--- src/include/branch_consts.svh ---
// shared constants for the branch resolution unit
// widths are fixed by the 64-bit ISA and are not meant to be overridden
// step and cause values are sized to the data width
`ifndef BRANCH_CONSTS_SVH
`define BRANCH_CONSTS_SVH

// data and address width
`define BR_XLEN 64

// instruction word width, uncompressed encoding only
`define BR_ILEN 32

// instruction address misaligned, as in the privileged spec
`define BR_CAUSE_INSTR_MISALIGNED 64'd0

// fall-through increments for compressed and full-size instructions
`define BR_STEP_RVC 64'd2
`define BR_STEP_RVI 64'd4

`endif

--- src/rtl/riscv_instr_pkg.sv ---
// instruction format views for control-transfer decoding
// only the opcodes and funct3 codes the branch unit needs are enumerated
`default_nettype none

package riscv_instr_pkg;

    // major opcodes of control-transfer instructions
    typedef enum logic [6:0] {
        BRANCH = 7'b1100011,
        JALR   = 7'b1100111,
        JAL    = 7'b1101111
    } opcode_e;

    // conditional branch kinds, 3'b010 and 3'b011 are unused
    typedef enum logic [2:0] {
        BEQ  = 3'b000,
        BNE  = 3'b001,
        BLT  = 3'b100,
        BGE  = 3'b101,
        BLTU = 3'b110,
        BGEU = 3'b111
    } br_funct3_e;

    // B-type, immediate scattered over two fields
    typedef struct packed {
        logic       imm12;
        logic [5:0] imm10_5;
        logic [4:0] rs2;
        logic [4:0] rs1;
        br_funct3_e funct3;
        logic [3:0] imm4_1;
        logic       imm11;
        opcode_e    opcode;
    } btype_t;

    // J-type, used by JAL
    typedef struct packed {
        logic       imm20;
        logic [9:0] imm10_1;
        logic       imm11;
        logic [7:0] imm19_12;
        logic [4:0] rd;
        opcode_e    opcode;
    } jtype_t;

    // I-type, used by JALR
    typedef struct packed {
        logic [11:0] imm11_0;
        logic [4:0]  rs1;
        logic [2:0]  funct3;
        logic [4:0]  rd;
        opcode_e     opcode;
    } itype_t;

    // one word, three decodings; the opcode field picks the one that applies
    typedef union packed {
        btype_t b;
        jtype_t j;
        itype_t i;
    } instr_u;

endpackage

`default_nettype wire

--- src/rtl/branch_pkg.sv ---
// types carried between the stages of the branch resolution unit
// funct3 is kept as the branch enum, so this package depends on riscv_instr_pkg
`default_nettype none

`include "branch_consts.svh"

package branch_pkg;

    import riscv_instr_pkg::*;

    // what the front end guessed for this instruction
    typedef struct packed {
        logic [`BR_XLEN-1:0] predict_address;
        logic                predict_valid;
        logic                predict_taken;
    } branch_prediction_t;

    // registered issue bus, adder operands and compare operands kept apart
    typedef struct packed {
        logic                valid;
        logic [`BR_XLEN-1:0] pc;
        logic [`BR_XLEN-1:0] operand_a;
        logic [`BR_XLEN-1:0] operand_b;
        logic [`BR_XLEN-1:0] cmp_a;
        logic [`BR_XLEN-1:0] cmp_b;
        br_funct3_e          funct3;
        logic                is_jump;
        logic                is_compressed;
        branch_prediction_t  prediction;
    } branch_issue_t;

    // resolved outcome handed back to the PC generator
    typedef struct packed {
        logic                valid;
        logic [`BR_XLEN-1:0] pc;
        logic [`BR_XLEN-1:0] target_address;
        logic                is_taken;
        logic                is_mispredict;
    } branchpredict_t;

    // exception record, tval holds the faulting target
    typedef struct packed {
        logic [`BR_XLEN-1:0] cause;
        logic [`BR_XLEN-1:0] tval;
        logic                valid;
    } exception_t;

endpackage

`default_nettype wire

--- src/rtl/branch_comparator.sv ---
// branch condition evaluation, purely combinational
// jumps are always taken; the two unused funct3 codes resolve not-taken
`timescale 1ns/1ps
`default_nettype none

module branch_comparator import riscv_instr_pkg::*, branch_pkg::*; (
    input  branch_issue_t issue_i,
    output logic          taken_o
);

    logic equal;
    logic less_signed;
    logic less_unsigned;

    // one compare of each kind, shared by the condition and its inverse
    assign equal         = (issue_i.cmp_a == issue_i.cmp_b);
    assign less_signed   = ($signed(issue_i.cmp_a) < $signed(issue_i.cmp_b));
    assign less_unsigned = (issue_i.cmp_a < issue_i.cmp_b);

    always_comb begin
        if (issue_i.is_jump) begin
            taken_o = 1'b1;
        end else begin
            case (issue_i.funct3)
                BEQ:     taken_o = equal;
                BNE:     taken_o = !equal;
                BLT:     taken_o = less_signed;
                BGE:     taken_o = !less_signed;
                BLTU:    taken_o = less_unsigned;
                BGEU:    taken_o = !less_unsigned;
                default: taken_o = 1'b0;
            endcase
        end
    end

endmodule

`default_nettype wire

--- src/rtl/branch_engine.sv ---
// target calculation, misprediction check and misaligned-target exception
// alignment is checked to 4 bytes, so a 2-byte aligned target traps
// the exception is only raised for a valid, taken transfer
`timescale 1ns/1ps
`default_nettype none

`include "branch_consts.svh"

module branch_engine import branch_pkg::*; (
    input  branch_issue_t  issue_i,
    input  logic           comparison_result_i,
    output branchpredict_t branchpredict_o,
    output exception_t     branch_ex_o
);

    logic [`BR_XLEN-1:0] target_address;
    logic [`BR_XLEN-1:0] next_pc;
    logic                target_aligned;

    // plain 64-bit add, wraps like the ISA does
    assign target_address = issue_i.operand_a + issue_i.operand_b;
    // step chosen first, then added to the pc
    assign next_pc        = issue_i.pc + (issue_i.is_compressed ? `BR_STEP_RVC : `BR_STEP_RVI);
    assign target_aligned = (target_address[1:0] == 2'b00);

    always_comb begin
        branchpredict_o.valid          = issue_i.valid;
        branchpredict_o.pc             = issue_i.pc;
        // taken goes to the target, otherwise to the next instruction
        branchpredict_o.target_address = comparison_result_i ? target_address : next_pc;
        branchpredict_o.is_taken       = comparison_result_i;
        branchpredict_o.is_mispredict  = 1'b0;

        // a misaligned target is reported as an exception instead
        if (issue_i.valid && target_aligned) begin
            // wrong address, wrong direction, or the front end missed the branch
            if ((target_address != issue_i.prediction.predict_address)
                || (issue_i.prediction.predict_taken != comparison_result_i)
                || !issue_i.prediction.predict_valid) begin
                branchpredict_o.is_mispredict = 1'b1;
            end
        end
    end

    always_comb begin
        branch_ex_o.cause = `BR_CAUSE_INSTR_MISALIGNED;
        // tval carries the faulting target for the trap handler
        branch_ex_o.tval  = target_address;
        branch_ex_o.valid = issue_i.valid && comparison_result_i && !target_aligned;
    end

endmodule

`default_nettype wire

--- src/rtl/branch_issue.sv ---
// issue register, takes one control-transfer instruction per cycle
// no stall input, a new instruction overwrites the previous one every edge
// opcodes other than BRANCH, JAL and JALR are issued with valid low
`timescale 1ns/1ps
`default_nettype none

`include "branch_consts.svh"

module branch_issue import riscv_instr_pkg::*, branch_pkg::*; (
    input  logic                clk_i,
    input  logic                reset_i,
    input  logic                valid_i,
    input  instr_u              instr_i,
    input  logic [`BR_XLEN-1:0] pc_i,
    input  logic [`BR_XLEN-1:0] rs1_data_i,
    input  logic [`BR_XLEN-1:0] rs2_data_i,
    input  logic                is_compressed_i,
    input  branch_prediction_t  prediction_i,
    output branch_issue_t       issue_o
);

    branch_issue_t       issue_d;
    branch_issue_t       issue_q;
    logic [`BR_XLEN-1:0] imm_b;
    logic [`BR_XLEN-1:0] imm_j;
    logic [`BR_XLEN-1:0] imm_i;

    // sign-extended immediates, one per format view
    // B and J immediates are in units of two bytes, so bit 0 is zero
    assign imm_b = {{(`BR_XLEN-13){instr_i.b.imm12}}, instr_i.b.imm12, instr_i.b.imm11,
                    instr_i.b.imm10_5, instr_i.b.imm4_1, 1'b0};
    assign imm_j = {{(`BR_XLEN-21){instr_i.j.imm20}}, instr_i.j.imm20, instr_i.j.imm19_12,
                    instr_i.j.imm11, instr_i.j.imm10_1, 1'b0};
    assign imm_i = {{(`BR_XLEN-12){instr_i.i.imm11_0[11]}}, instr_i.i.imm11_0};

    always_comb begin
        // fields common to every control transfer
        issue_d.valid         = 1'b0;
        issue_d.pc            = pc_i;
        issue_d.cmp_a         = rs1_data_i;
        issue_d.cmp_b         = rs2_data_i;
        issue_d.funct3        = instr_i.b.funct3;
        issue_d.is_compressed = is_compressed_i;
        issue_d.prediction    = prediction_i;
        // default adder inputs, also what an unknown opcode carries
        issue_d.operand_a     = pc_i;
        issue_d.operand_b     = imm_b;
        issue_d.is_jump       = 1'b0;

        // the opcode sits in the same bits in all views
        case (instr_i.b.opcode)
            BRANCH: begin
                issue_d.valid = valid_i;
            end
            JAL: begin
                issue_d.valid     = valid_i;
                issue_d.operand_b = imm_j;
                issue_d.is_jump   = 1'b1;
            end
            JALR: begin
                // register-relative target
                issue_d.valid     = valid_i;
                issue_d.operand_a = rs1_data_i;
                issue_d.operand_b = imm_i;
                issue_d.is_jump   = 1'b1;
            end
            default: begin
                issue_d.valid = 1'b0;
            end
        endcase
    end

    // only valid is cleared, the payload just holds during reset
    always_ff @(posedge clk_i) begin
        if (reset_i) begin
            issue_q.valid <= 1'b0;
        end else begin
            issue_q <= issue_d;
        end
    end

    assign issue_o = issue_q;

endmodule

`default_nettype wire

--- src/rtl/branch_unit.sv ---
// branch resolution unit top level
// one cycle latency, accepts an instruction every cycle, no back-pressure
// the consumer must take every result in the cycle it is valid
`timescale 1ns/1ps
`default_nettype none

`include "branch_consts.svh"

module branch_unit import riscv_instr_pkg::*, branch_pkg::*; (
    input  logic                clk_i,
    input  logic                reset_i,
    input  logic                valid_i,
    input  instr_u              instr_i,
    input  logic [`BR_XLEN-1:0] pc_i,
    input  logic [`BR_XLEN-1:0] rs1_data_i,
    input  logic [`BR_XLEN-1:0] rs2_data_i,
    input  logic                is_compressed_i,
    input  branch_prediction_t  prediction_i,
    output branchpredict_t      branchpredict_o,
    output exception_t          branch_ex_o
);

    // registered operands from the issue stage
    branch_issue_t issue;
    // branch condition outcome, forced high for jumps
    logic          taken;

    branch_issue u_issue (
        .clk_i           (clk_i),
        .reset_i         (reset_i),
        .valid_i         (valid_i),
        .instr_i         (instr_i),
        .pc_i            (pc_i),
        .rs1_data_i      (rs1_data_i),
        .rs2_data_i      (rs2_data_i),
        .is_compressed_i (is_compressed_i),
        .prediction_i    (prediction_i),
        .issue_o         (issue)
    );

    branch_comparator u_cmp (
        .issue_i (issue),
        .taken_o (taken)
    );

    branch_engine u_engine (
        .issue_i             (issue),
        .comparison_result_i (taken),
        .branchpredict_o     (branchpredict_o),
        .branch_ex_o         (branch_ex_o)
    );

endmodule

`default_nettype wire

--- config.mk ---
export PLATFORM = sky130hd
export DESIGN_NAME = branch_unit
export DESIGN_NICKNAME = d
export VERILOG_FILES = /design/src/rtl/riscv_instr_pkg.sv /design/src/rtl/branch_pkg.sv /design/src/rtl/branch_comparator.sv /design/src/rtl/branch_engine.sv /design/src/rtl/branch_issue.sv /design/src/rtl/branch_unit.sv
export VERILOG_INCLUDE_DIRS = /design/src /design/src/include
export SDC_FILE = /design/constraint.sdc
export NUM_CORES = 1
export LEC_CHECK = 0
export BUFFER_PORTS_ARGS = -buffer_cell sky130_fd_sc_hd__buf_2
export CAP_MARGIN = 20
export CORE_MARGIN = 4
export CORE_UTILIZATION = 40
export CTS_CLUSTER_SIZE = 40
export DETAILED_ROUTE_END_ITERATION = 8
export GPL_TIMING_DRIVEN = 0
export PLACE_DENSITY = 0.69
export SYNTH_ARGS = -nofsm -noshare
export SYNTH_HDL_FRONTEND = slang
export SYNTH_SLANG_ARGS = --single-unit
--- constraint.sdc ---
create_clock -name clk_i -period 9.4 [get_ports clk_i]
set_input_delay 0.94 -clock clk_i [delete_from_list [all_inputs] [get_ports clk_i]]
set_output_delay 0.94 -clock clk_i [all_outputs]
set_load 0.005 [all_outputs]
* After elaboration in Yosys (flattened, before gate mapping)
Cells that the tools add are included.
** Operators by class
- Bitwise operators :: 1
- Equal/unequal tests :: 11
- Mux-type cells :: 9
- $add $sub $neg :: 2
- Reduce and logical (&&, ||, !) cells :: 15
- Order comparisons :: 2
** Operators with widths (number)
- adder 64 bit :: 2
- < comparator 64 bit :: 2
- two-way mux 64 bit :: 2
- equality test 64 bit :: 1
- != test 64 bit :: 1
- one-hot mux 20 bit (2 select lines) :: 1
- equality test 7 bit, second input constant :: 3
- equality test 3 bit, second input constant :: 4
- one-hot mux 1 bit (6 select lines) :: 1
- zero test 1 bit :: 5
- two-way mux 1 bit :: 4
- OR reduction 2 bit :: 2
- equality test 3 x 1 -> 1 bit, second input constant :: 1
- logical AND 1 bit :: 3
- zero test 3 bit :: 1
- two-way mux 3 bit :: 1
- OR reduction 3 bit :: 1
- zero test 2 bit :: 1
- logical OR 1 bit :: 2
- != test 1 bit :: 1
- NOT 1 bit :: 1
** Storage, ports and cells
- Register bits after elaboration :: 349
- Output and inout bits :: 260
- Bits of input ports :: 294

* Logic depth before layout (Yosys ltp)
Gate-level depths: netlist of run 1.
- Depth after elaboration :: 9
- Depth in mapped cells :: 17
- Mapped depth without buffers :: 15

* Cells and area by module
From an unflattened synthesis of run 1, not the netlist that was laid out.
** Second synthesis, totals
- Cell total of the unflattened synthesis :: 2058
- Area, all modules :: 22646.7 um2
** By module, submodules not included
- branch_issue :: times used 1, cells each 493, seq. area each 10470.0 um2, area each 12045.3 um2
- branch_engine :: times used 1, cells each 1323, seq. area each 0.0 um2, area each 8906.0 um2
- branch_comparator :: times used 1, cells each 242, seq. area each 0.0 um2, area each 1695.4 um2

* Least setup slack after synthesis of run 1
Ideal clock, no wire load.
- Kind :: input to register
- Start point :: input port reset_i
- End point :: register u_issue.issue_q (netlist bit u_issue.issue_o[0]), enable pin
- Path slack :: 1.067 ns
- Cell stages on the path :: 1
- Arrival time :: 7.637 ns
- Path buffers :: 0
- Path through :: inv_1
** RTL lines
- start, declared :: RTL line branch_unit.sv:11 : input logic reset_i,
- end signal, assigned :: RTL line branch_issue.sv:78 : issue_q <= issue_d;
- end, declared :: RTL line branch_issue.sv:23 : branch_issue_t issue_q;
No word-level cell between the ends.

==> flow_summary.ini, run 1 <==
[status]
outcome = complete, no violations

[sta]
finalMaxSlewViolations = 0
rsz0062_at_grt = false
fin_crit_sh_pct = 76.8
hold_slack_ps = 544
fin_crit_ps = 7220
max_freq_mhz = 138
worstMarginPinSlew_ps = 1060
slew_headroom_pct = 29.0
setup-violations-final = 0
finalHoldViolCount = 0
setup_ws_ps = 2180

[synthesis]
synth_edf_count = 348
synth_largest_area_cell = edfxtp_1
synth_common_cells = edfxtp_1, nand2_1, buf_4, ha_1, o21ai_0
synth-seq-area-share_pct = 47.8
async_flop_share_pct = 0
synth_area_sq_mm = 0.0219
syn_inst = 2038
synthMostInstantiatedCell = edfxtp_1
ys_ff_latch = 349
avgSynthCellArea_sq_um = 10.7
synth_area_leaders = edfxtp_1, ha_1, buf_4, xor2_1, mux2_2
yosysUniqueCellTypes = 87
yosys_most_used_dff = edfxtp_1
synth_top_area_share_pct = 47.7
synth_warnings = 0

[floorplanning]
io_pins = 554
die_area_sq_mm = 0.0586
initial_utilization_pct = 40.5
die_h_um = 242
core_area_sq_mm = 0.0540
die_w_um = 242
rows = 85

[power_and_ir_drop]
p_clk_share_pct = 31.3
combPwrFrac_pct = 31.3
p_int_mw = 3.45
switching_share_pct = 33.2
pwr_density_cell_mw_per_mm2 = 191
power.share.sequential_pct = 37.3
p_sw_mw = 1.71
leakagePower_nw = 11.4
irDropWorstVdd_v = 0.000113

[placement]
dp_slack_ps = 2680
dp_hpwl_um = 63900
numPortBuffers = 489
dpl_cell_area_sq_mm = 0.0256
dp_cells = 3293
gp_congestion = 0.949

[cells_and_area]
final_util_pct = 49.9
largest_reg_flops = 349
drive_gt1_share_pct = 31.0
stdcell_count = 3365
finalInstanceArea_sq_mm = 0.0270
fin_nets = 3066
area_growth_pct = 23.1

[route]
drt_iter0_drc = 1189
vias = 18151
remaining_drc_errors = 0
totalWireLength_um = 78200
post_drt_wl_per_cell_um = 23.2
dr.pass1.iters = 5
antenna_left = 0
viasPerCell = 5.39

[clock_network]
cts_hold_buf = 0
numCtsBuffers = 42
clock_sinks = 349
clockRootBuffer = clkbuf_16
cts_tree = yes
cts.repair.resized = 0
clk_pin_slew_ps = 60
cts.htree.levels = 2
postCtsSetupBuffers = 0
clockBufferDepth = 3

[worst_setup_path]
critPathMaxFanout = 10
arrival_ps = 6280
start_kind = flop
end_kind = output port
critPathRequiredTime_ps = 8460
crit_type = reg2out

[grt]
grt.total_usage_pct = 25.5
grt_pass1_vias = 18159
gr-total-overflow = 0
antenna_found_initial = 6
grt_start_max_net_pins = 132
grt_first_pass_wirelength_um = 114000

[hold_path]
min_path_type = in2reg
holdPathStages = 1

[flow_run]
drv_cap = 0
-- final cells by class --
class | count | area [sq um]
clock buffers | 54 | 1120
diodes | 4 | 10.0
inverters | 97 | 372
plain buffers | 202 | 1300
fillers | 5054 | 27100
clock inverters | 14 | 199
well taps | 696 | 871
multi-input cells | 1453 | 10000
flip-flops and latches | 349 | 10500
repair buffers | 496 | 2610
-- logic make-up after synthesis --
kind of cell	share of synthesized area [%]
compound gates	12.3
xor+xnor	7.85
fa+ha+maj	7.55
buf+inv	7.61
flops	47.8
mux	4.03
other cells	0.0171
simple gates	12.9
-- path summary, 6_finish.rpt --
check	end	slack, ps	startpoint
hold / removal	u_issue.issue_o[87]	540	rs2_data_i[16]
setup / recovery	branchpredict_o[59]	2180	u_issue.issue_o[181]
-- power groups by stage --
stage / sequential (mW) / combinational (mW) / clock (mW)
floorplan: 1.95 / 0.900 / 0
global placement: 1.99 / 1.57 / 0
detailed placement: 1.96 / 1.60 / 0
CTS: 1.93 / 1.61 / 1.65
global route: 1.94 / 1.75 / 1.72
finish: 1.92 / 1.62 / 1.62
-- metal layers --
metal  vias up  GRT usage (%)  wire (um)
li1       8529              -          -
met1      8804           33.8      33800
met2       704           43.9      37600
met3       114           4.02       4910
met4         0           6.56       1850
met5         -              0          0
-- critical path, cell delays in order (launching register included) --
cell and delay, ps:
edfxtp_1 400, ha_1 330, nand4_1 240, nor4_1 930, nand4_1 530, nor3_1 380
xor2_1 180, a21oi_1 90, o211a_1 100, and2_1 130, clkbuf_1 340, buf_8 280
inv_1 120, buf_2 460, buf_1 760, nand2_1 190, o21ai_0 110, buf_2 130
-- cells in the final DEF, fill, tap and decap left out, types with 22 or more instances in the layout --
cell	synthesis	routed
nor3_1	32	32
buf_4	130	131
mux2_2	73	73
clkbuf_16	0	43
nor2_1	117	117
nand4_1	65	65
a21oi_1	110	110
o21ai_0	128	128
conb_1	1	64
nand2_1	205	205
ha_1	129	129
edfxtp_1	348	348
inv_1	97	96
xor2_1	99	99
buf_2	39	528
clkbuf_1	25	36
and3_1	22	22
xnor2_1	79	79
nand3_1	45	45
-- per-stage QoR --
stage	power [mW]	TNS, ps
after floorplan	2.85	0
after global placement	3.56	-614540
after detailed placement	3.55	0
after CTS	5.18	0
after global routing	5.40	0
final	5.16	0
Power figures use the tool's default switching activity.
==> inputs of run 2 (changes only) <==
- ABC_AREA: default -> 1
- PLACE_DENSITY: 0.69 -> 0.68
- clock period: 9.4 -> 6.7 ns (I/O delays scaled with it)
==> flow_summary.ini, run 2 <==
[grt]
antenna_found_initial = 15
grt.total_usage_pct = 27.6
grt_pass1_vias = 20603
grt_first_pass_wirelength_um = 129000
gr-total-overflow = 0
grt_start_max_net_pins = 43

[synthesis]
synth_top_area_share_pct = 44.0
synth_edf_count = 348
synth_area_leaders = edfxtp_1, nand2_1, inv_1, ha_1, buf_4
ys_ff_latch = 349
synthMostInstantiatedCell = nand2_1
yosys_most_used_dff = edfxtp_1
synth_common_cells = nand2_1, inv_1, edfxtp_1, nor2_1, nand3_1
async_flop_share_pct = 0
avgSynthCellArea_sq_um = 7.80
syn_inst = 3043
synth_warnings = 0
synth_area_sq_mm = 0.0237
synth-seq-area-share_pct = 44.1
synth_largest_area_cell = edfxtp_1
yosysUniqueCellTypes = 46

[route]
antenna_left = 0
vias = 22094
dr.pass1.iters = 5
drt_iter0_drc = 2229
remaining_drc_errors = 0
post_drt_wl_per_cell_um = 20.4
totalWireLength_um = 91100
viasPerCell = 4.95

[sta]
max_freq_mhz = 173
slew_headroom_pct = 28.9
fin_crit_ps = 5790
finalMaxSlewViolations = 0
worstMarginPinSlew_ps = 1070
setup-violations-final = 0
finalHoldViolCount = 0
rsz0062_at_grt = false
fin_crit_sh_pct = 86.3
setup_ws_ps = 915

[power_and_ir_drop]
p_int_mw = 4.66
irDropWorstVdd_v = 0.000215
power_mw = 7.20
leakagePower_nw = 14.8
combPwrFrac_pct = 31.4
power.share.sequential_pct = 37.9
switching_share_pct = 35.3
p_sw_mw = 2.54
p_clk_share_pct = 30.7
pwr_density_cell_mw_per_mm2 = 249

[hold_path]
min_path_type = in2reg

[worst_setup_path]
arrival_ps = 5120
critPathRequiredTime_ps = 6030
critPathMaxFanout = 23
end_kind = output port
start_kind = flop
crit_type = reg2out

[placement]
numPortBuffers = 489
dp_cells = 4378
dp_hpwl_um = 77600
dpl_cell_area_sq_mm = 0.0276
gp_congestion = 1.00
dp_slack_ps = 1590

[clock_network]
cts.repair.resized = 0
numCtsBuffers = 42
clock_sinks = 349
postCtsSetupBuffers = 0
cts_hold_buf = 0
cts.htree.levels = 2
cts_tree = yes
clockBufferDepth = 3
clockRootBuffer = clkbuf_16
clk_pin_slew_ps = 60

[floorplanning]
die_area_sq_mm = 0.0633
initial_utilization_pct = 40.3
die_w_um = 252
core_area_sq_mm = 0.0589
die_h_um = 252
rows = 89
io_pins = 554

[cells_and_area]
num-fill-cells = 5819
area_growth_pct = 21.9
finalInstanceArea_sq_mm = 0.0289
fin_nets = 4074
final_util_pct = 49.1
final_common_cell = nand2_1
largest_reg_flops = 349
stdcell_count = 4463
drive_gt1_share_pct = 19.9
final_cell_mix = nand2_1, inv_1, buf_2

[status]
outcome = complete, no violations

[flow_run]
drv_cap = 0
==> run 2: cell families (layout without fill, tap and decap cells) <==
group	after synthesis	after routing	share of synthesized area, %
adder cells (fa/ha/maj)	131	131	6.97
AND/OR/NAND/NOR	1611	1611	28.3
buffers and inverters	669	1241	12.8
other	1	76	0.0158
flip-flops	349	349	44.1
AO/OA/AOI/OAI	215	215	4.91
XOR/XNOR	67	67	2.84
==> run 2: final cells by class <==
type | count | area, sq um | share of cell area (%)
clock inverters | 24 | 226 | 0.783
plain buffers | 157 | 1120 | 3.86
clock buffers | 49 | 1080 | 3.72
inverters | 512 | 1930 | 6.66
repair buffers | 499 | 2660 | 9.18
diodes | 12 | 30.0 | 0.104
multi-input cells | 2088 | 10500 | 36.2
well taps | 773 | 967 | 3.34
flip-flops and latches | 349 | 10500 | 36.2
==> run 2: worst max-delay path: stages (launching register included) <==
cell and delay, ps:
edfxtp_1 740, buf_16 330, ha_1 500, nand2_1 210, nor2_1 180, inv_1 70, nor2_1 140, inv_1 120
nor3_1 380, nand3_1 310, nand2_1 160, nand2_1 90, nand3_1 80, nand3_1 70, nor2_1 90, nand2_1 60
nor2_1 380, nand4_1 330, nand2_1 130, inv_1 40, buf_2 120
==> run 2: worst paths after layout <==
kind	to	slack, ps	startpoint	cells past startpoint
worst min-delay path	u_issue.issue_o[52]	270	prediction_i[52]	1
worst max-delay path	branchpredict_o[0]	910	u_issue.issue_o[219]	20
==> run 2: per-layer routing <==
metal	track usage, %	up-vias	share of wire, %
li1	-	10819	-
met4	7.26	6	2.6
met5	0	-	0.036
met3	5.25	113	8.3
met1	38.6	10275	43
met2	44.3	881	46
==> run 2: through the flow <==
stage / setup TNS, ps / hold slack (ps)
after floorplan: 0 / 769
after global placement: -706070 / 847
after detailed placement: 0 / 848
after CTS: 0 / 245
after global routing: 0 / 245
final: 0 / 266
==> run 2: power by group through the flow <==
stage               sequential [mW]  combinational [mW]  clock [mW]
floorplan                      2.73                1.26           0
global placement               2.80                2.18           0
detailed placement             2.77                2.22           0
CTS                            2.73                2.23        2.24
global route                   2.74                2.48        2.33
finish                         2.73                2.26        2.21
